**src/source/cpuPkg.sv**
```systemverilog
package cpuPkg;

	localparam int WORD_W    = 16;
	localparam int ADDR_W    = 8;
	localparam int REG_IDX_W = 4;
	localparam int MEM_DEPTH = 1 << ADDR_W;
	localparam int NUM_REGS  = 1 << REG_IDX_W;

	typedef logic [WORD_W-1:0]    wordT;
	typedef logic [ADDR_W-1:0]    addrT;
	typedef logic [REG_IDX_W-1:0] regIdxT;
	typedef logic [3:0]           opcodeT;
	typedef logic [2:0]           instrTypeT;
	typedef logic [2:0]           aluOpT;

	// Opcodes live in instr[15:12]
	localparam opcodeT OP_ADD   = 4'd0;
	localparam opcodeT OP_SUB   = 4'd1;
	localparam opcodeT OP_AND   = 4'd2;
	localparam opcodeT OP_OR    = 4'd3;
	localparam opcodeT OP_XOR   = 4'd4;
	localparam opcodeT OP_MOVI  = 4'd5;
	localparam opcodeT OP_ADDI  = 4'd6;
	localparam opcodeT OP_STORE = 4'd8;
	localparam opcodeT OP_LOAD  = 4'd9;
	localparam opcodeT OP_JUMP  = 4'd10;
	localparam opcodeT OP_BZ    = 4'd11;
	localparam opcodeT OP_BN    = 4'd12;
	localparam opcodeT OP_HALT  = 4'd15;

	localparam instrTypeT TYPE_RTYPE  = 3'b000;
	localparam instrTypeT TYPE_STORE  = 3'b001;
	localparam instrTypeT TYPE_LOAD   = 3'b010;
	localparam instrTypeT TYPE_JUMP   = 3'b011;
	localparam instrTypeT TYPE_BRANCH = 3'b100;
	localparam instrTypeT TYPE_HALT   = 3'b101;
	localparam instrTypeT TYPE_NOP    = 3'b111;

	localparam aluOpT ALU_ADD   = 3'd0;
	localparam aluOpT ALU_SUB   = 3'd1;
	localparam aluOpT ALU_AND   = 3'd2;
	localparam aluOpT ALU_OR    = 3'd3;
	localparam aluOpT ALU_XOR   = 3'd4;
	localparam aluOpT ALU_PASSB = 3'd5;

	typedef enum logic [3:0] {
		Idle,
		Fetch,
		Decode,
		Execute,
		Store,
		Load,
		LoadWrite,
		StoreHold,
		Jump,
		Branch,
		Halt
	} fsmStateT;

endpackage
```
**src/source/alu.sv**
```systemverilog
`timescale 1ns/1ns

module alu (
	input  cpuPkg::wordT  opA,
	input  cpuPkg::wordT  opB,
	input  cpuPkg::aluOpT aluOp,
	output cpuPkg::wordT  result,
	output logic          zero,
	output logic          negative
);

	always_comb begin
		case (aluOp)
			cpuPkg::ALU_ADD:   result = opA + opB; // Carry out dropped
			cpuPkg::ALU_SUB:   result = opA - opB;
			cpuPkg::ALU_AND:   result = opA & opB;
			cpuPkg::ALU_OR:    result = opA | opB;
			cpuPkg::ALU_XOR:   result = opA ^ opB;
			cpuPkg::ALU_PASSB: result = opB;
			default:           result = '0;
		endcase
	end

	assign zero     = (result == '0);
	assign negative = result[cpuPkg::WORD_W-1]; // Sign bit of the result

endmodule

```
**config.mk**
```make
export PLATFORM = sky130hd
export DESIGN_NAME = alu
export DESIGN_NICKNAME = d
export VERILOG_FILES = /design/src/source/cpuPkg.sv /design/src/source/alu.sv
export SDC_FILE = /design/constraint.sdc
export NUM_CORES = 1
export LEC_CHECK = 0
export BUFFER_PORTS_ARGS = -buffer_cell sky130_fd_sc_hd__buf_2
export CAP_MARGIN = 20
export CORE_AREA = 2 2 116 73
export DETAILED_ROUTE_END_ITERATION = 8
export DIE_AREA = 0 0 118 75
export GPL_TIMING_DRIVEN = 0
export PLACE_DENSITY = 0.53
export SETUP_SLACK_MARGIN = 0.05
export SLEW_MARGIN = 25
export SYNTH_ARGS = -nofsm -noshare
export SYNTH_HDL_FRONTEND = slang
export SYNTH_SLANG_ARGS = --single-unit
export TNS_END_PERCENT = 100
```
**constraint.sdc**
```tcl
create_clock -name vclk -period 6.9
set_input_delay 1.38 -clock vclk [all_inputs]
set_output_delay 1.38 -clock vclk [all_outputs]
set_load 0.02 [all_outputs]
```
==> metrics.txt <==
CP max-delay cell=sky130_fd_sc_hd__or4b_4; sequential area share after synthesis=0; final instance area=2846 um2; last weighted congestion value of the routability-driven placer=0.9321; dominant delay contributor by cell family on the critical path=simple AND/OR/NAND/NOR gates; standard-cell row count=25; peak supply drop=37.24 uV; capturing element type of the critical path=primary output; crit path setup slack, layout=0.1724 ns; Total GRT Usage=0.1677; via count of the first global-routing pass=2259; fraction of layout cells with a size suffix above 1=0.2340; effective utilization at floorplan=0.2923; initial antenna violation count=0; arrival time of the worst setup path=5.35 ns; number of instances in the synthesized netlist=317; number of DRC markers in iteration 0=208; vertical extent of the die=75 um; DR DRC count=0; biggest area consumer among synthesized cells=sky130_fd_sc_hd__ha_1; synthesized netlist net count=401; Crit Path Max Fanout=10; pre-CTS setup slack=-0.5018 ns; IO buf count=52; proportion of netlist area held by the largest area contributor=0.2659; Achievable Freq=0.1486 GHz; Post-DP Area=2664 um2; area of the core region=7726 um2; min cycle time layout=6.728 ns; count of endpoints failing setup in the final report=0; Setup CP Type=in2out; power per cell area=90.84 nW/um2; clock tree buffer count of the final layout=0; post-DR vias/cell=5.252; utilization after layout=0.3684; Final Routed Wirelength=7.678 mm; final hold viol count=0; max capacitance violation total=0; Area contributors post-synth=sky130_fd_sc_hd__ha_1 27%, sky130_fd_sc_hd__mux2i_1 8.4%, sky130_fd_sc_hd__inv_1 6.8%; Tightest Hold Check Type=in2out; Die ar.=8850 um2; most common cell in the netlist=sky130_fd_sc_hd__ha_1; result of the run=complete, no violations; number of unique standard cell types used by synthesis=50; Critical path buffers and inverters=6; total inserted antenna cells=0; actual slew at the worst max-slew pin=0.9914 ns; remaining antenna violation count=0; Syn. warnings=0; sequential cell count=0; HPWL after DPL=6.263 mm; residual overflow from global routing=0; Total Neg Setup Slack=0 ns; post-synthesis instance area=2258 um2; chip width=118 um; unrepaired setup endpoints after global routing=false; largest stage delay on the critical path=0.56 ns; Placed Cells=477; maximum number of pins on one net before global-route repair=14; synth-to-layout area growth=26.04%; data required time at the worst endpoint=5.52 ns; synthesized area per cell=7.124 um2; count of nets after finishing=462; final cell count without fillers=484; count of vias placed by the detailed router=2542; Final Slew Violations=0; count of TritonRoute iterations in the first routing pass=4; final worst-path cycle share=0.9750; area taken by flip-flops and latches=0 um2; max_slew headroom=0.3330; routed wirelength normalized by instance count=15.86 um; Synth top cells by count=48 x sky130_fd_sc_hd__ha_1, 41 x sky130_fd_sc_hd__inv_1, 28 x sky130_fd_sc_hd__nor2_1; CP cell instances=buf_4, buf_8, buf_12, and2_1, buf_8, clkbuf_16, a31oi_1, xnor2_1, ha_2, o21a_1, o21a_1, o2111ai_2, a31o_1, a31o_1, or4_1, or4b_4, nor4b_4, buf_4; IO Pins=53; wire length of the first global-routing pass=11.94 mm; leakage component of the power=0.001409 uW; hold buffer count at cts=0; critical path startpoint category=primary input
-- area by class of cell --
class / count / area (um2)
timing repair buffer: 60 / 326.6
inverter: 41 / 153.9
tap: 108 / 135.1
buffer: 13 / 116.4
fill: 828 / 4880
multi-input combinational: 262 / 2115
-- layout by cell type, fill, tap and decap left out, types with 2 or more instances in the layout --
master / instances
sky130_fd_sc_hd__buf_2: 51
sky130_fd_sc_hd__ha_1: 46
sky130_fd_sc_hd__inv_1: 41
sky130_fd_sc_hd__nor2_1: 24
sky130_fd_sc_hd__a21oi_1: 22
sky130_fd_sc_hd__mux2i_1: 19
sky130_fd_sc_hd__xnor2_1: 16
sky130_fd_sc_hd__a31oi_1: 11
sky130_fd_sc_hd__o21ai_0: 11
sky130_fd_sc_hd__buf_4: 10
sky130_fd_sc_hd__or3_1: 10
sky130_fd_sc_hd__nand2_1: 9
sky130_fd_sc_hd__o22ai_1: 8
sky130_fd_sc_hd__nor3_1: 6
sky130_fd_sc_hd__and3_1: 6
sky130_fd_sc_hd__o21a_1: 6
sky130_fd_sc_hd__nand3_1: 5
sky130_fd_sc_hd__nor2b_1: 5
sky130_fd_sc_hd__clkbuf_1: 5
sky130_fd_sc_hd__nand4_1: 4
sky130_fd_sc_hd__o211ai_1: 4
sky130_fd_sc_hd__nor2_4: 3
sky130_fd_sc_hd__nor4_1: 3
sky130_fd_sc_hd__a221oi_1: 3
sky130_fd_sc_hd__a31o_1: 3
sky130_fd_sc_hd__buf_8: 2
sky130_fd_sc_hd__and2_1: 2
sky130_fd_sc_hd__a41oi_1: 2
sky130_fd_sc_hd__o2111ai_2: 2
sky130_fd_sc_hd__nand3b_1: 2
sky130_fd_sc_hd__buf_1: 2
sky130_fd_sc_hd__nand2b_1: 2
sky130_fd_sc_hd__a21o_1: 2
sky130_fd_sc_hd__a211o_1: 2
sky130_fd_sc_hd__ha_2: 2
-- metal layers --
| layer | global-route usage | share of wire | vias to the layer above |
|---|---|---|---|
| met2 | 0.2416 | 0.38 | 91 |
| met4 | 0 | 0 | 0 |
| met5 | 0 | 0 | - |
| met3 | 0.01894 | 0.070 | 0 |
| li1 | - | - | 1276 |
| met1 | 0.2753 | 0.55 | 1175 |
-- report_power, final --
group	internal, uW	leakage (uW)	switching, uW
Sequential	0	0	0
Combinational	108	0.00141	151
Clock	0	0	0
-- logic make-up after synthesis --
family	Yosys count	share of synthesized area
muxes	20	0.08920
xor gates and xnor gates	16	0.06205
adders and majority gates	49	0.2748
buffers and inverters	55	0.09419
AOI/OAI and AO/OA	87	0.2587
and+or+nand+nor	90	0.2210
-- tightest hold or removal path: cells and delay by family --
family / cells / cell delay [ns]
AO/OA/AOI/OAI: 1 / 0.11
buffers and inverters: 2 / 0.30
multiplexers: 1 / 0.14
-- final timing paths --
| kind | depth (start not counted) | from | end | slack (ns) |
|---|---|---|---|---|
| setup / recovery | 18 | aluOp[0] | zero | 0.17 |
| hold / removal | 4 | opB[2] | result[2] | 3.31 |
-- per-stage QoR --
step           total power (uW)  hold slack, ns
2_1_floorplan             166.2           3.061
3_3_place_gp              235.9           3.298
3_5_place_dp              236.8           3.304
4_1_cts                   244.4           3.306
5_1_grt                   284.2           3.382
6_report                  258.6           3.311
-- what timing repair did --
| action | CTS | global route |
|---|---|---|
| pin swaps | 3 | 7 |
| setup endpoints to repair | 1 | 1 |
| resized for setup | 16 | 14 |
| cloned | 0 | 1 |
| buffers inserted | 2 | 5 |
(Power assumes the default switching activity.)
