===== src/source/cpuPkg.sv =====
package cpuPkg;

	localparam int WORD_W    = 16;
	localparam int ADDR_W    = 8;
	localparam int REG_IDX_W = 4;
	localparam int MEM_DEPTH = 1 << ADDR_W;
	localparam int NUM_REGS  = 1 << REG_IDX_W;

	typedef logic [WORD_W-1:0]    wordT;
	typedef logic [ADDR_W-1:0]    addrT;
	typedef logic [REG_IDX_W-1:0] regIdxT;
	typedef logic [3:0]           opcodeT;
	typedef logic [2:0]           instrTypeT;
	typedef logic [2:0]           aluOpT;

	// Opcodes live in instr[15:12]
	localparam opcodeT OP_ADD   = 4'd0;
	localparam opcodeT OP_SUB   = 4'd1;
	localparam opcodeT OP_AND   = 4'd2;
	localparam opcodeT OP_OR    = 4'd3;
	localparam opcodeT OP_XOR   = 4'd4;
	localparam opcodeT OP_MOVI  = 4'd5;
	localparam opcodeT OP_ADDI  = 4'd6;
	localparam opcodeT OP_STORE = 4'd8;
	localparam opcodeT OP_LOAD  = 4'd9;
	localparam opcodeT OP_JUMP  = 4'd10;
	localparam opcodeT OP_BZ    = 4'd11;
	localparam opcodeT OP_BN    = 4'd12;
	localparam opcodeT OP_HALT  = 4'd15;

	localparam instrTypeT TYPE_RTYPE  = 3'b000;
	localparam instrTypeT TYPE_STORE  = 3'b001;
	localparam instrTypeT TYPE_LOAD   = 3'b010;
	localparam instrTypeT TYPE_JUMP   = 3'b011;
	localparam instrTypeT TYPE_BRANCH = 3'b100;
	localparam instrTypeT TYPE_HALT   = 3'b101;
	localparam instrTypeT TYPE_NOP    = 3'b111;

	localparam aluOpT ALU_ADD   = 3'd0;
	localparam aluOpT ALU_SUB   = 3'd1;
	localparam aluOpT ALU_AND   = 3'd2;
	localparam aluOpT ALU_OR    = 3'd3;
	localparam aluOpT ALU_XOR   = 3'd4;
	localparam aluOpT ALU_PASSB = 3'd5;

	typedef enum logic [3:0] {
		Idle,
		Fetch,
		Decode,
		Execute,
		Store,
		Load,
		LoadWrite,
		StoreHold,
		Jump,
		Branch,
		Halt
	} fsmStateT;

endpackage

===== src/source/instrDecoder.sv =====
`timescale 1ns/1ns

module instrDecoder (
	input  cpuPkg::wordT      instr,
	input  logic              zeroFlag,
	input  logic              negFlag,
	output cpuPkg::instrTypeT instrType,
	output cpuPkg::aluOpT     aluOp,
	output logic              useImm,
	output cpuPkg::wordT      immValue,
	output cpuPkg::regIdxT    rd,
	output cpuPkg::regIdxT    rs,
	output logic              branchTaken
);

	cpuPkg::opcodeT opcode;
	logic [7:0]     imm8;

	assign opcode = instr[15:12];
	assign rd     = instr[11:8];
	assign rs     = instr[7:4];
	assign imm8   = instr[7:0];

	// MOVI zero-extends, everything else sign-extends
	assign immValue = (opcode == cpuPkg::OP_MOVI) ? {8'h00, imm8} : {{8{imm8[7]}}, imm8};
	assign useImm   = (opcode == cpuPkg::OP_MOVI) || (opcode == cpuPkg::OP_ADDI);

	always_comb begin
		instrType   = cpuPkg::TYPE_NOP;
		branchTaken = 1'b0;
		case (opcode)
			cpuPkg::OP_ADD, cpuPkg::OP_SUB, cpuPkg::OP_AND, cpuPkg::OP_OR,
			cpuPkg::OP_XOR, cpuPkg::OP_MOVI, cpuPkg::OP_ADDI:
				instrType = cpuPkg::TYPE_RTYPE;
			cpuPkg::OP_STORE: instrType = cpuPkg::TYPE_STORE;
			cpuPkg::OP_LOAD:  instrType = cpuPkg::TYPE_LOAD;
			cpuPkg::OP_JUMP:  instrType = cpuPkg::TYPE_JUMP;
			cpuPkg::OP_BZ: begin
				instrType   = cpuPkg::TYPE_BRANCH;
				branchTaken = zeroFlag;
			end
			cpuPkg::OP_BN: begin
				instrType   = cpuPkg::TYPE_BRANCH;
				branchTaken = negFlag;
			end
			cpuPkg::OP_HALT:  instrType = cpuPkg::TYPE_HALT;
			default: ; // Unused opcodes fall through as no-op
		endcase
	end

	// ADD and ADDI share the adder
	always_comb begin
		case (opcode)
			cpuPkg::OP_SUB:  aluOp = cpuPkg::ALU_SUB;
			cpuPkg::OP_AND:  aluOp = cpuPkg::ALU_AND;
			cpuPkg::OP_OR:   aluOp = cpuPkg::ALU_OR;
			cpuPkg::OP_XOR:  aluOp = cpuPkg::ALU_XOR;
			cpuPkg::OP_MOVI: aluOp = cpuPkg::ALU_PASSB;
			default:         aluOp = cpuPkg::ALU_ADD;
		endcase
	end

endmodule


===== config.mk =====
export PLATFORM = sky130hd
export DESIGN_NAME = instrDecoder
export DESIGN_NICKNAME = d
export VERILOG_FILES = /design/src/source/cpuPkg.sv /design/src/source/instrDecoder.sv
export SDC_FILE = /design/constraint.sdc
export NUM_CORES = 1
export LEC_CHECK = 0
export ABC_AREA = 1
export BUFFER_PORTS_ARGS = -buffer_cell sky130_fd_sc_hd__buf_2
export CAP_MARGIN = 20
export CORE_AREA = 2 2 39 41
export DETAILED_ROUTE_END_ITERATION = 16
export DIE_AREA = 0 0 41 43
export GPL_TIMING_DRIVEN = 0
export PLACE_DENSITY_LB_ADDON = 0.2
export SETUP_SLACK_MARGIN = 0.2
export SLEW_MARGIN = 0
export SYNTH_ARGS = -nofsm -noshare
export SYNTH_HDL_FRONTEND = slang
export SYNTH_SLANG_ARGS = --single-unit

===== constraint.sdc =====
create_clock -name vclk -period 1.5
set_input_delay 0.075 -clock vclk [all_inputs]
set_output_delay 0.075 -clock vclk [all_outputs]
set_load 0.1 [all_outputs]

==> results by group, run 1 <==
Status
  – Status: completed

Worst setup path
  – Worst path slowest cell: buf_2
  – Critical path class: input pin to output port
  – Worst path max stage delay: 0.41 ns
  – Worst EP arrival: 1.11 ns
  – Worst EP required: 1.42 ns
  – Crit path top cell by count: buf_2
  – Max FO, Critical Path: 8
  – Crit end category: output port
  – CP Cell Sequence: buf_2 > inv_1 > nand2_1 > o21a_2 > buf_4 > buf_2
  – CP startpoint kind: input pin

Routing
  – 1st-iter DRT viols: 1
  – Final ANT Viol Nets: 0
  – Via count: 417
  – Router iterations before antenna repair: 2
  – Detailed Route WL: 798 um
  – Avg WL per Cell: 7.389 um
  – Via-to-Cell Ratio: 3.861
  – Detailed-route DRC error count: 0

Timing
  – Final period utilization: 0.7929
  – Hold Violations, Final: 0
  – Slew @ Worst Pin: 0.4906 ns
  – Maximum clock frequency: 840.8 MHz
  – RSZ-0062 raised after global routing: no
  – Min Tclk post-route: 1.189 ns
  – Setup violators final: 0
  – Max-slew headroom: 0.6752
  – Worst hold margin: 0.5332 ns
  – Max-slew violations: 0

Floorplan
  – Rows: 14
  – Initial core utilization: 0.2251
  – Die X: 41 um
  – Die Span Y: 43 um
  – Core area: 1384 um2
  – Die Area: 1763 um2
  – Ports: 50

GRT
  – Met3 global-route usage: 0.01047
  – Pin count of the biggest net entering global routing: 9
  – Vias in the first global route: 326
  – GRT busiest layer: met2
  – GR Overflow Total: 0
  – M1 GR Usage: 0.1329
  – GRT Resource Usage Total: 0.09491
  – First-pass GRT wire length: 1.290 mm
  – Initial antenna violation count: 0
  – M2 GR Usage: 0.1594

Power
  – Static Leakage: 0.3685 nW
  – Cell Pwr Density: 910.8 nW/um2
  – VDD IR-drop max: 349.7 uV

Yosys
  – Area share of the largest cell type after synthesis: 0.5542
  – Synthesized net count: 71
  – Synth area leaders: buf_4, nor2_1, nand2_1, nand2_2, inv_1
  – Netlist cell types: 12
  – Cell taking the most area after synthesis: buf_4
  – Most frequent cells after synthesis: buf_4, nor2_1, nand2_1, inv_1, nand2_2
  – Avg Cell Area, Syn: 5.878 um2
  – Sequential-to-total area share from yosys stat: 0
  – Yosys warnings: 0
  – Synthesized area: 311.5 um2
  – Most frequent cell after synthesis: buf_4
  – Synth Instances: 53

Placement
  – Final HPWL DP: 721.6 um
  – Post-DP Area: 588.1 um2
  – Cells after DPL: 108
  – PortBufs: 39
  – RePlAce Congestion: 0.7829

CTS
  – Hold_buf cts: 0

Layout
  – Post-Layout Cell Count: 108
  – Ant. Diodes: 0
  – Seq Cell Count: 0
  – Fill cells: 161
  – Nets: 112
  – Fin area: 593.1 um2
  – Storage cell area: 0 um2
  – Area growth syn-to-layout: 90.36%
  – # clk buffers: 0
  – Fraction of layout cells with a size suffix above 1: 0.7935

Min path
  – Worst hold stages: 2
  – Hold Path End: rd[3]
  – Hold Path Class: input pin to output port
  – Hold_sp: instr[11]

Run
  – # Max-Cap Violations: 0
-- worst max path at each step --
stage / cells past startpoint / from / slack [ns] / to
detailed placement: 8 / instr[13] / 0.20 / instrType[1]
floorplan: 3 / instr[15] / -0.08 / useImm
finish: 6 / instr[13] / 0.31 / immValue[10]
global placement: 8 / instr[13] / 0.19 / instrType[1]
CTS: 6 / instr[13] / 0.30 / immValue[10]
global route: 6 / instr[13] / 0.22 / immValue[12]
-- stage by stage --
| step | setup TNS, ns | worst slack (ns) | util | power (W) |
|---|---|---|---|---|
| 3_3_place_gp | 0 | 0.1881 | 0.4250 | 0.0005378 |
| 4_1_cts | 0 | 0.2981 | 0.4286 | 0.0005430 |
| 3_5_place_dp | 0 | 0.2048 | 0.4250 | 0.0005384 |
| 5_1_grt | 0 | 0.2180 | 0.4286 | 0.0005599 |
| 2_1_floorplan | -0.1354 | -0.08227 | - | 0.0004767 |
| 6_report | 0 | 0.3106 | 0.4286 | 0.0005402 |
-- what timing repair did --
action | 4_1_cts | 5_1_grt
gates resized for setup | 2 | 0
setup buffers | 0 | 0
endpoints found under the setup margin | 2 | 0
-- kinds of logic (layout without fill, tap and decap cells) --
| family | Yosys count | after routing | share of synthesized area |
|---|---|---|---|
| and+or+nand+nor | 22 | 22 | 0.3132 |
| buffers and inverters | 27 | 66 | 0.6024 |
| AOI/OAI and AO/OA | 4 | 4 | 0.08432 |
-- final cells by class --
| cell class | count | area, um2 | share of cell area |
|---|---|---|---|
| Buffer | 23 | 172.7 | 0.2911 |
| Inverter | 4 | 15.01 | 0.02532 |
| Multi-Input combinational cell | 26 | 185.2 | 0.3122 |
| Tap cell | 16 | 20.02 | 0.03376 |
| Timing Repair Buffer | 39 | 200.2 | 0.3376 |
-- cell usage in the layout (no fill, tap or decap) --
cell type and n:
a21oi_1 1, buf_2 37, buf_4 25, inv_1 4, nand2_1 4, nand2_2 4, nand2_4 1, nand2_8 2
nand3_1 1, nand4_1 1, nor2_1 7, nor2_4 1, nor3_2 1, o21a_2 1, o21ai_0 1, o21ai_4 1
-- power by group --
group	leakage (nW)	switching [W]	internal, W	total, W
combinational	0.369	0.000438	0.000103	0.000540
sequential	0	0	0	0
clock	0	0	0	0
total	0.369	0.000438	0.000103	0.000540
-- worst max-delay path, delay by kind of cell --
| family | cells | cell delay [ns] |
|---|---|---|
| compound gates | 1 | 0.20 |
| buf+inv | 4 | 0.77 |
| simple gates | 1 | 0.07 |
-- per-layer routing --
metal  part of all wire  vias up
li1                   -      221
met1               0.41      166
met2               0.42       30
met3               0.17        0
met4                  0        0
met5                  0        -
Note: power is estimated with default switching activity, not from simulation.
==> run 2: changes to the inputs <==
- clock period: 1.5 -> 1.2 ns (I/O delays scaled with it)
==> run 2 against run 1 <==
  * Core utilization grew 14 points
  * Global-route usage grew 0.60 points
  * Non-clock buffer count is the same
  * Sequential cell count is the same
  * First-iteration DRC count is the same
  * Die area is the same
  * Hold slack lost 0.030 ns
  * Largest cell class unchanged
==> results by group, run 2 (same netlist as run 1, synthesis figures left out) <==
Status
  – Status: completed

Timing
  – Setup violators final: 0
  – Max-slew headroom: 0.6773
  – Max-slew violations: 0
  – Min Tclk post-route: 0.9640 ns
  – Slew @ Worst Pin: 0.4874 ns
  – Final period utilization: 0.8033
  – Worst Setup Slack, final: 0.2360 ns
  – RSZ-0062 raised after global routing: yes
  – Hold Violations, Final: 0
  – Maximum clock frequency: 1037 MHz

Min path
  – Hold_sp: instr[10]
  – Hold Path Class: input pin to output port
  – Hold Path End: rd[2]
  – Worst hold stages: 2

Worst setup path
  – Max FO, Critical Path: 5
  – CP startpoint kind: input pin
  – Worst EP arrival: 0.90 ns
  – Worst EP required: 1.14 ns
  – Crit end category: output port
  – Critical path class: input pin to output port

Floorplan
  – Die Area: 1763 um2
  – Ports: 50
  – Core area: 1384 um2
  – Die X: 41 um
  – Die Span Y: 43 um
  – Initial core utilization: 0.2251
  – Rows: 14

Routing
  – Metal-1 WL: 276 um
  – Highest routed layer: met3
  – Via count: 426
  – Final ANT Viol Nets: 0
  – Detailed Route WL: 894 um
  – Avg WL per Cell: 8.278 um
  – Met3 routed WL: 127 um
  – Via-to-Cell Ratio: 3.944
  – 1st-iter DRT viols: 1
  – Detailed-route DRC error count: 0
  – Router iterations before antenna repair: 2
  – Routed wl met2: 491 um

Power
  – Cell Pwr Density: 986.9 nW/um2
  – Comb power frac: 1.000
  – VDD IR-drop max: 497.8 uV
  – Int Pwr: 0.0002017 W
  – Static Leakage: 0.4174 nW
  – P_sw: 0.0005763 W
  – Flop pwr share: 0
  – Switch share: 0.7408
  – Clk network pwr share: 0

Placement
  – Post-DP Area: 620.6 um2
  – RePlAce Congestion: 0.7741
  – Pre-CTS setup slack: -0.1692 ns
  – Final HPWL DP: 729.4 um
  – PortBufs: 39

Layout
  – Most common cell after layout, fill and taps aside: buf_4
  – Fill cells: 149
  – Fin area: 788.3 um2
  – Area growth syn-to-layout: 153.0%
  – Storage cell area: 0 um2
  – Ant. Diodes: 0
  – Most frequent cells in the layout: buf_4, buf_2, buf_8
  – Seq Cell Count: 0
  – Fraction of layout cells with a size suffix above 1: 0.9239
  – # clk buffers: 0
  – Nets: 112

GRT
  – First-pass GRT wire length: 1.331 mm
  – GR Overflow Total: 0
  – Pin count of the biggest net entering global routing: 9
  – Initial antenna violation count: 0
  – GRT Resource Usage Total: 0.1009
  – Vias in the first global route: 355

Run
  – # Max-Cap Violations: 0

CTS
  – Hold_buf cts: 0
  – Post-CTS Setup Bufs: 0
==> run 2: power by group through the flow <==
stage / logic, W / registers (W) / clock network [W]
2_1_floorplan: 0.000603 / 0 / 0
6_report: 0.000778 / 0 / 0
4_1_cts: 0.000768 / 0 / 0
3_5_place_dp: 0.000686 / 0 / 0
3_3_place_gp: 0.000684 / 0 / 0
5_1_grt: 0.000804 / 0 / 0
==> run 2: what timing repair did <==
action	CTS	global route
pin swaps	1	4
hold endpoints to repair	0	0
resized for setup	44	11
setup endpoints to repair	13	13
==> run 2: critical path, stage by stage <==
cell	delay, ns
clkbuf_4	0.18
nand2_2	0.11
nor2_2	0.15
nor2_2	0.06
nand2_4	0.11
nand2_8	0.06
buf_12	0.17
==> run 2: final cells by class <==
type	count	area, um2	share of cell area
multi-input cells	26	245.2	0.3111
well taps	16	20.02	0.02540
inverters	4	20.02	0.02540
plain buffers	23	172.7	0.2190
repair buffers	39	330.3	0.4190
==> run 2: per-stage QoR <==
| step | instances | hold slack (ns) | TNS [ns] | util | total power (W) |
|---|---|---|---|---|---|
| 2_1_floorplan | 53 | 0.2233 | -0.1295 | - | 0.0006029 |
| 3_3_place_gp | 108 | 0.5038 | -0.6379 | 0.4485 | 0.0006839 |
| 3_5_place_dp | 108 | 0.5039 | -0.7752 | 0.4485 | 0.0006860 |
| 4_1_cts | 108 | 0.5039 | 0 | 0.5506 | 0.0007679 |
| 5_1_grt | 108 | 0.5059 | 0 | 0.5696 | 0.0008035 |
| 6_report | 108 | 0.5031 | 0 | 0.5696 | 0.0007780 |
==> run 2: routing by layer <==
layer | global-route usage | vias to the layer above
li1 | - | 220
met1 | 0.1234 | 177
met2 | 0.1906 | 29
met3 | 0.005236 | 0
met4 | 0 | 0
met5 | 0 | -
==> run 2: worst max path at each step <==
stage,slack [ns],start,to
2_1_floorplan,-0.13,instr[15],aluOp[0]
3_3_place_gp,-0.17,instr[13],instrType[0]
3_5_place_dp,-0.17,instr[13],instrType[0]
4_1_cts,0.19,instr[14],instrType[2]
5_1_grt,0.19,instr[14],instrType[0]
6_report,0.24,instr[14],instrType[0]
