`src/source/cpuPkg.sv`:
```
package cpuPkg;

	localparam int WORD_W    = 16;
	localparam int ADDR_W    = 8;
	localparam int REG_IDX_W = 4;
	localparam int MEM_DEPTH = 1 << ADDR_W;
	localparam int NUM_REGS  = 1 << REG_IDX_W;

	typedef logic [WORD_W-1:0]    wordT;
	typedef logic [ADDR_W-1:0]    addrT;
	typedef logic [REG_IDX_W-1:0] regIdxT;
	typedef logic [3:0]           opcodeT;
	typedef logic [2:0]           instrTypeT;
	typedef logic [2:0]           aluOpT;

	// Opcodes live in instr[15:12]
	localparam opcodeT OP_ADD   = 4'd0;
	localparam opcodeT OP_SUB   = 4'd1;
	localparam opcodeT OP_AND   = 4'd2;
	localparam opcodeT OP_OR    = 4'd3;
	localparam opcodeT OP_XOR   = 4'd4;
	localparam opcodeT OP_MOVI  = 4'd5;
	localparam opcodeT OP_ADDI  = 4'd6;
	localparam opcodeT OP_STORE = 4'd8;
	localparam opcodeT OP_LOAD  = 4'd9;
	localparam opcodeT OP_JUMP  = 4'd10;
	localparam opcodeT OP_BZ    = 4'd11;
	localparam opcodeT OP_BN    = 4'd12;
	localparam opcodeT OP_HALT  = 4'd15;

	localparam instrTypeT TYPE_RTYPE  = 3'b000;
	localparam instrTypeT TYPE_STORE  = 3'b001;
	localparam instrTypeT TYPE_LOAD   = 3'b010;
	localparam instrTypeT TYPE_JUMP   = 3'b011;
	localparam instrTypeT TYPE_BRANCH = 3'b100;
	localparam instrTypeT TYPE_HALT   = 3'b101;
	localparam instrTypeT TYPE_NOP    = 3'b111;

	localparam aluOpT ALU_ADD   = 3'd0;
	localparam aluOpT ALU_SUB   = 3'd1;
	localparam aluOpT ALU_AND   = 3'd2;
	localparam aluOpT ALU_OR    = 3'd3;
	localparam aluOpT ALU_XOR   = 3'd4;
	localparam aluOpT ALU_PASSB = 3'd5;

	typedef enum logic [3:0] {
		Idle,
		Fetch,
		Decode,
		Execute,
		Store,
		Load,
		LoadWrite,
		StoreHold,
		Jump,
		Branch,
		Halt
	} fsmStateT;

endpackage
```
`src/source/cpuFsm.sv`:
```
`timescale 1ns/1ns

module cpuFsm (
	input  logic               clk,
	input  logic               reset,
	input  logic               run,
	input  cpuPkg::instrTypeT  instrType,
	input  logic               branchTaken,
	output logic               pcEnable,
	output logic               irEnable,
	output logic               regWrite,
	output logic               aluToBus,
	output logic               regRead,
	output logic               memWrite,
	output logic               flagsEnable,
	output logic               pcLoad,
	output logic               halted
);

	cpuPkg::fsmStateT state;
	cpuPkg::fsmStateT nextState;

	always_ff @(posedge clk or negedge reset) begin
		if (!reset)
			state <= cpuPkg::Idle;
		else
			state <= nextState;
	end

	always_comb begin
		nextState = state;
		case (state)
			cpuPkg::Idle:   if (run) nextState = cpuPkg::Fetch;
			cpuPkg::Fetch:  nextState = cpuPkg::Decode;
			cpuPkg::Decode: begin
				case (instrType)
					cpuPkg::TYPE_RTYPE:  nextState = cpuPkg::Execute;
					cpuPkg::TYPE_STORE:  nextState = cpuPkg::Store;
					cpuPkg::TYPE_LOAD:   nextState = cpuPkg::Load;
					cpuPkg::TYPE_JUMP:   nextState = cpuPkg::Jump;
					cpuPkg::TYPE_BRANCH: nextState = cpuPkg::Branch;
					cpuPkg::TYPE_HALT:   nextState = cpuPkg::Halt;
					default:             nextState = cpuPkg::Fetch; // No-op goes straight back
				endcase
			end
			cpuPkg::Store:     nextState = cpuPkg::StoreHold;
			cpuPkg::Load:      nextState = cpuPkg::LoadWrite;
			cpuPkg::Halt:      nextState = cpuPkg::Halt; // Only reset leaves
			default:           nextState = cpuPkg::Fetch;
		endcase
	end

	// Enables come from the state, pcLoad in Branch also from the condition
	always_comb begin
		pcEnable    = 1'b0;
		irEnable    = 1'b0;
		regWrite    = 1'b0;
		aluToBus    = 1'b0;
		regRead     = 1'b0;
		memWrite    = 1'b0;
		flagsEnable = 1'b0;
		pcLoad      = 1'b0;
		halted      = 1'b0;
		case (state)
			cpuPkg::Fetch:     irEnable = 1'b1;
			cpuPkg::Decode:    pcEnable = 1'b1;
			cpuPkg::Execute: begin
				regWrite    = 1'b1;
				aluToBus    = 1'b1;
				flagsEnable = 1'b1;
			end
			cpuPkg::Store: begin
				regRead  = 1'b1;
				memWrite = 1'b1;
			end
			cpuPkg::Load:      regRead = 1'b1;
			cpuPkg::LoadWrite: begin
				regRead  = 1'b1; // Address held so read data stays valid
				regWrite = 1'b1;
			end
			cpuPkg::Jump:      pcLoad = 1'b1;
			cpuPkg::Branch:    pcLoad = branchTaken;
			cpuPkg::Halt:      halted = 1'b1;
			default: ;
		endcase
	end

endmodule

```
`config.mk`:
```
export PLATFORM = sky130hd
export DESIGN_NAME = cpuFsm
export DESIGN_NICKNAME = d
export VERILOG_FILES = /design/src/source/cpuPkg.sv /design/src/source/cpuFsm.sv
export SDC_FILE = /design/constraint.sdc
export NUM_CORES = 1
export LEC_CHECK = 0
export BUFFER_PORTS_ARGS = -buffer_cell sky130_fd_sc_hd__buf_2
export CAP_MARGIN = 5
export CORE_AREA = 5 5 42 44
export CTS_BUF_LIST = sky130_fd_sc_hd__clkbuf_4 sky130_fd_sc_hd__clkbuf_8
export DETAILED_ROUTE_END_ITERATION = 6
export DIE_AREA = 0 0 47 49
export SLEW_MARGIN = 0
export SYNTH_ARGS = -nofsm -noshare
export SYNTH_HDL_FRONTEND = slang
export SYNTH_SLANG_ARGS = --single-unit
```
`constraint.sdc`:
```
create_clock -name clk -period 1.8 [get_ports clk]
set_input_delay 0.09 -clock clk [delete_from_list [all_inputs] [get_ports clk]]
set_output_delay 0.09 -clock clk [all_outputs]
set_load 0.005 [all_outputs]
```
==> run summary, run 1 <==
The number of buffers inserted by hold repair at cts is 1. The worst hold path cell count was 3; the initial detailed-routing violation count was 6. The compound-gate portion of the synthesized area came out at 0.183. The count of buffer and inverter cells on the critical path was 1; the maximum fanout count along the critical path was 8. No sink is reached through more buffers than the 2 on the longest clock path. The tools report the aggregate global-route resource usage as 0.0686.

The tools report the reg-to-reg critical path endpoint as state[0]. The critical path in this run is classified as reg -> out. The total overflow left after global routing is 0. The maximum level of the CTS H-tree came out at 1. The worst hold path belongs to the class in -> reg. The Yosys step of the flow raised 0 warnings. The logs give 65 for the final net count and 0.23 ns for the clock latency on the worst-skew pair. In this run the most critical hold path is launched from instrType[1].

For the placer's final routability congestion estimate, the log shows 0.688. The run gives 162 as the number of fill cells. The transition at the pin with the smallest max-transition slack is 0.258 ns, and the power density normalized to cell area is 1410 mW/mm2. The signal on the critical path passes through nor2b_1 > nor4b_1 > buf_2.

Once detailed placement completed, the half-perimeter wirelength came to 525 um. The antenna diode instance count is 0, and the number of buffers inserted during clock tree synthesis is 3. Compared with the post-synthesis result, the final layout area differs by 32.3%.

The logs give 415 um2 for the post-route cell area and 0 for the initial antenna violation count. For the core area, the log shows 0.00140 mm2. The number of different library cells used by synthesis comes to 20. The post-synthesis sequential area ratio is 0.319.

After synthesis, the cell types taking the most area are sky130_fd_sc_hd__dfrtp_1 32%, sky130_fd_sc_hd__a21oi_1 11%, sky130_fd_sc_hd__nand2b_1 10%. After detailed routing, the average wire length per cell comes to 9.63 um. In this run the post-CTS setup repair buffer count came out at 0.

Yosys instantiated no cell more often than sky130_fd_sc_hd__a21oi_1. The multiplexer fraction of the synthesized cell area was 0; the number of failing setup endpoints in the final timing report was 0. In this run the number of cells on the critical path is 3. Setup slack on the worst reg-to-reg path comes out at 0.77 ns. Counting every instance in the synthesized netlist gives 40. The run gives 1.26 ns as the data arrival time at the worst-slack endpoint. The post-synthesis share of cell area spent on and, or, nand and nor gates was 0.347; the number of failing hold endpoints at the final stage was 0. The vertical die dimension came out at 49 um. The first detailed-routing pass ran for 4 iterations. The worst endpoint required time was 1.71 ns; the proportion of layout cells with a drive suffix above 1 was 0.339. The start point of the critical path was state[0]. Entering global routing, the biggest net connects 12 pins. In the synthesized netlist the dominant register cell turns out to be sky130_fd_sc_hd__dfrtp_1. The die is 47 um wide. The worst setup path is captured at an output port. The largest registers in the layout are state x4.

The minimum clock period was 1.35 ns. The worst setup path is launched from a register. For the final design utilization, the log shows 0.296. In the synthesized netlist, the cells that appear most often are 7 x sky130_fd_sc_hd__a21oi_1, 5 x sky130_fd_sc_hd__nand2b_1, 4 x sky130_fd_sc_hd__dfrtp_1.

The run gives 47 as the synthesized netlist net count. The slowest stage of the critical path belongs to the cell sky130_fd_sc_hd__dfrtp_1. The completed layout was analyzed and its total power is 0.588 mW. The tools report the source of the worst register-to-register timing path as state[0]. Detailed routing inserted a total of 331 vias.

Cell row count: 14. The wire length reported by the detailed router was 693 um. The xor and xnor fraction of the mapped netlist area is 0.0558.

The kind of cell with the highest combined delay along the critical path is flip-flops. For the worst flop-to-flop path, the logic depth is 3. The period utilization was 0.751. On the worst path, the slowest cell contributes a delay of 0.45 ns. The run gives 267 as the via count of the first global-routing pass.

The leading area contributor after synthesis is sky130_fd_sc_hd__dfrtp_1. The tools report the worst-case hold path end point as state[3]. The tree is rooted in a sky130_fd_sc_hd__clkbuf_4. Synthesis inferred 4 register bits.

Summing all placed instances gives a cell area of 383 um2. The final-report max-slew violation count came out at 0. 16 I/O pins were placed. The vias per cell was 4.60; the leakage power figure was 0.205 nW. Across the run, the number of max-cap violations was 0. For the largest clock skew in the final design, the log shows 0.00140 ns. TritonCTS built the clock tree. The flow ran to the end, and the final reports show no timing, DRC or antenna violations. The async set-or-reset flop fraction in the synthesized netlist was 1.00; the worst slew margin relative to its limit was 0.826. The worst-case IR drop observed on VDD is 0.324 mV. The die covers 0.00230 mm2. For this design, the sink count on the clock tree is 4.

The number of enable flip-flop cells after synthesis is 0. The wire length of the first global-routing pass came out at 1.01 mm. The register with the most flip-flops in the final layout is state.

The count of unresolved DRC violations after routing was 0; the count of buffers inserted at the top-level ports was 15. The adder-cell share of the synthesized area is 0, and the initial cell density of the core is 0.224. After synthesis, the largest family of logic cells by area is simple AND/OR/NAND/NOR gates. For the maximum achievable frequency, the log shows 0.739 GHz. Setup repair after global routing left no endpoint under its margin. The count of nets left with antenna violations once routing finished came out at 0. After synthesis the cells add up to 314 um2.

The clock transition at the registers of the reported paths works out to 0.04 ns. Area share of the largest cell type after synthesis: 0.319. In the final timing run, aggregate negative setup slack is 0 ns. The mean instance size in the synthesized netlist was 7.85 um2; the post-cts repair resize count was 0.

The flip-flop count of the largest register after layout works out to 4.
[final cells by class]
class	instances	area [um2]	area share
inverter	1	3.75	0.00904
multi-input combinational	32	184	0.443
clock buffer	3	22.5	0.0542
timing repair buffer	16	85.1	0.205
tap	16	20.0	0.0482
sequential	4	100	0.241
[cells by family after synthesis]
group                  after synthesis
buffers and inverters                4
flip-flops                           4
AND/OR/NAND/NOR                     19
XOR/XNOR                             2
AO/OA/AOI/OAI                       11
[worst max path at each step]
stage,slack (ns),endpoint
6_report,0.45,pcLoad
5_1_grt,0.36,pcLoad
4_1_cts,0.45,pcLoad
3_5_place_dp,0.73,pcLoad
3_3_place_gp,0.71,pcLoad
2_1_floorplan,0.81,flagsEnable
[tightest hold or removal path: cells and delay by family]
kind | cells | cell delay [ns]
AOI/OAI and AO/OA | 1 | 0.06
buffers and inverters | 1 | 0.12
and+or+nand+nor | 1 | 0.09
[where the power goes]
part	leakage (nW)	total, mW	switching [mW]	internal, mW
logic	0.140	0.272	0.128	0.143
clock network	0.0138	0.110	0.0358	0.0745
registers	0.0512	0.206	0.0789	0.127
total	0.205	0.588	0.243	0.344
[layer usage]
metal  up-vias  wire [um]  track usage
li1        170          -            -
met1       140        261       0.0647
met2        17        306       0.0928
met3         4         85       0.0111
met4         0         40        0.111
met5         -          0            0
[stage by stage]
step	cells	hold slack (ns)	setup WS (ns)
3_3_place_gp	68	-0.105	0.710
4_1_cts	72	0.166	0.453
5_1_grt	72	0.184	0.356
6_report	72	0.175	0.448
2_1_floorplan	40	-0.206	0.814
3_5_place_dp	68	-0.104	0.725
[cells in the final DEF (no fill, tap or decap), drive strengths merged, types with 2 or more instances in the layout]
cell    instances
clkbuf          3
buf            15
dfrtp           4
a21oi           7
nand2b          5
nor3            3
nor2            4
o21ai           3
nand2           2
(Power assumes the default switching activity.)
==> inputs of run 2 (changes only) <==
clock period = 1.3 ns   (was 1.8 ns; I/O delays follow)
==> run 2 against run 1 <==
Effect of this change: clock power rose by 41%; critical path type unchanged; highest routed layer unchanged; non-clock buffer count rose by 2; largest cell class unchanged; largest power group unchanged; global-route usage rose by 0.27 points; critical endpoint unchanged; worst hold slack got worse by 0.039 ns.
==> run summary, run 2 (synthesis results as in run 1) <==
The fraction of power spent switching nets was 0.417; the area taken by flip-flops and latches was 105 um2. The core area was 0.00140 mm2. The clock share of power was 0.173. Once placement finished, the instance area stood at 383 um2. The repair_antennas step left the layout with diodes totalling 0. The tightest hold path in the finished design has a slack of 0.136 ns. For the worst slew margin relative to its limit, the log shows 0.881. The tightest min-delay check is of the in -> reg type. For the wire length reported by the detailed router, the log shows 779 um.

Entering global routing, the biggest net connects 12 pins. The power density normalized to cell area came out at 2010 mW/mm2. The tree is rooted in a sky130_fd_sc_hd__clkbuf_4. The first routing iteration left 8 violations. Data on the critical path arrives at its endpoint at 1.21 ns. The wire length of the first global-routing pass is 1.04 mm. Last element of the critical path: pcLoad. The tools report the number of nets with antenna violations after detailed routing as 0. The tools report the aggregate global-route resource usage as 0.0714. Reg-to-reg critical path endpoint: state[0]. The analysis attributes to net switching a power of 0.373 mW. For the via count of the first global-routing pass, the log shows 249.

The maximum level of the CTS H-tree was 1; the worst slack at placement was 0.269 ns. The count of unresolved DRC violations after routing was 0. Peak supply drop: 0.530 mV. The clock reaches the later pin of the worst-skew pair after 0.24 ns. Clock tree synthesis inserted a total of 3 buffers. Source of the worst register-to-register timing path: state[0]. In this run the core area contains 14 standard-cell rows. The leftover overflow at the end of global routing is 0, and the number of cells on the worst reg-to-reg path is 3. Average wire per standard cell: 10.5 um.

Category of the worst setup path capture point: an output port. The first detailed-routing pass ran for 4 iterations. By startpoint and endpoint, the worst setup path is classified as reg -> out. The run finished with clean final reports. The final design utilization is 0.319, and the proportion of layout cells with a drive suffix above 1 is 0.466. Largest clock skew in the final design: 0.00294 ns. Relative to the synthesized area, the layout overhead comes to 42.2%. The tools report the initial antenna violation count as 0.

The total number of vias is 337, and the HPWL after detailed placement is 551 um. The most flop-heavy register was state. For the worst endpoint required time, the log shows 1.24 ns. For this run, the top clock speed supported by timing is 0.783 GHz. The run gives 0 as the final-report max-slew violation count.

The kind of start point of the critical path was a register. Transition at the pin with the smallest max-transition slack: 0.178 ns. Max-cap violations in this run came to 0. For this design the static power due to leakage is 0.213 nW. TritonCTS built the clock tree. The internal power was 0.523 mW; the clock transition at the registers of the reported paths was 0.04 ns.

The run gives 0.224 as the initial cell density of the core. Most frequent standard cell in the layout excluding fill and tap cells: sky130_fd_sc_hd__buf_2. The run gives 68 as the placed instance count. Number of failing hold endpoints at the final stage: 0. The largest registers in the layout are state x4. The floorplan step set the die height to 49 um. From left edge to right edge, the die measures 47 um. The floorplan step defined a die boundary enclosing 0.00230 mm2.

The flip-flop count of the largest register after layout came out at 4. The run gives 195 um2 as the multi-input gate area in the final layout. The clock passes through at most 2 buffers. The slack of the worst reg-to-reg path came out at 0.29 ns. The start point of the critical path is state[2]. The proportion of power drawn by flip-flops and latches is 0.339.

The run gives 4 as the number of sinks driven by the clock tree. The final net count was 67; the maximum fanout count along the critical path was 8. The count of buffers added on input and output ports is 15. Setup repair after global routing could not meet its margin everywhere.

Placer's final routability congestion estimate: 0.689. Setup violations remaining at the end of the flow were counted as 0. The run gives 16 as the count of boundary I/O pins. The worst path in the final design needs a cycle of 1.28 ns, including I/O delays and setup.

Worst-case setup margin in the final layout: 0.0230 ns. The layout has 172 filler cells. Period utilization: 0.982.

For this run, the number of standard cells in the final layout without fillers is 74. The part of the power in combinational logic was 0.488. The post-route cell area came out at 447 um2. Leaving out fill and tap cells, the most frequent cells in the layout are 15 x sky130_fd_sc_hd__buf_2, 7 x sky130_fd_sc_hd__a21oi_1, 5 x sky130_fd_sc_hd__nand2b_1. The vias per cell was 4.55.
-- run 2: cell types whose count changed in the layout (fill, tap and decap cells not counted) --
cell / delta
sky130_fd_sc_hd__nor3_2: +1
sky130_fd_sc_hd__buf_4: +2
sky130_fd_sc_hd__dfrtp_2: +4
sky130_fd_sc_hd__dfrtp_1: -4
sky130_fd_sc_hd__nor4b_2: +1
sky130_fd_sc_hd__nor3_1: -1
sky130_fd_sc_hd__nor4b_1: -1
-- run 2: area by class of cell --
class                   instances  share of cell area
clock buffers                   3              0.0504
inverters                       1             0.00840
multi-input cells              32               0.437
flip-flops and latches          4               0.235
well taps                      16              0.0448
repair buffers                 18               0.224
-- run 2: timing repair --
action / CTS / global route
resized for setup: 1 / 5
endpoints found under the hold margin: 4 / 0
pin swaps: 0 / 0
buffers inserted: 0 / 2
hold buffers: 1 / 0
endpoints found under the setup margin: 1 / 6
-- run 2: worst max-delay path, stage by stage, from the launching register on --
cell,delay [ns]
sky130_fd_sc_hd__dfrtp_2,0.45
sky130_fd_sc_hd__buf_4,0.15
sky130_fd_sc_hd__nor4b_2,0.23
sky130_fd_sc_hd__buf_2,0.15
-- run 2: worst min path at each step --
| stage | from | to | slack [ns] | depth (start not counted) |
|---|---|---|---|---|
| 2_1_floorplan | reset | state[0] | -0.23 | 0 |
| 3_3_place_gp | reset | state[1] | -0.13 | 1 |
| 3_5_place_dp | reset | state[1] | -0.13 | 1 |
| 4_1_cts | instrType[1] | state[3] | 0.14 | 3 |
| 5_1_grt | instrType[1] | state[3] | 0.14 | 3 |
| 6_report | instrType[1] | state[3] | 0.14 | 3 |
-- run 2: power groups by stage --
stage	clock network (mW)	registers [mW]	logic (mW)
floorplan	0	0.230	0.338
global placement	0	0.290	0.384
detailed placement	0	0.286	0.389
CTS	0.165	0.289	0.393
global route	0.183	0.321	0.497
finish	0.155	0.303	0.437
-- run 2: per-stage QoR --
stage	TNS [ns]	total power [mW]
after floorplan	0	0.568
after global placement	0	0.674
after detailed placement	0	0.675
after CTS	0	0.846
after global routing	-0.0974	1.00
final	0	0.896
-- run 2: metal layers --
layer	vias to the layer above	GRT usage	wire length [um]
met5	-	0	0
met4	0	0.111	17
met3	2	0.0221	86
met2	15	0.0905	389
met1	148	0.0689	286
li1	172	-	-
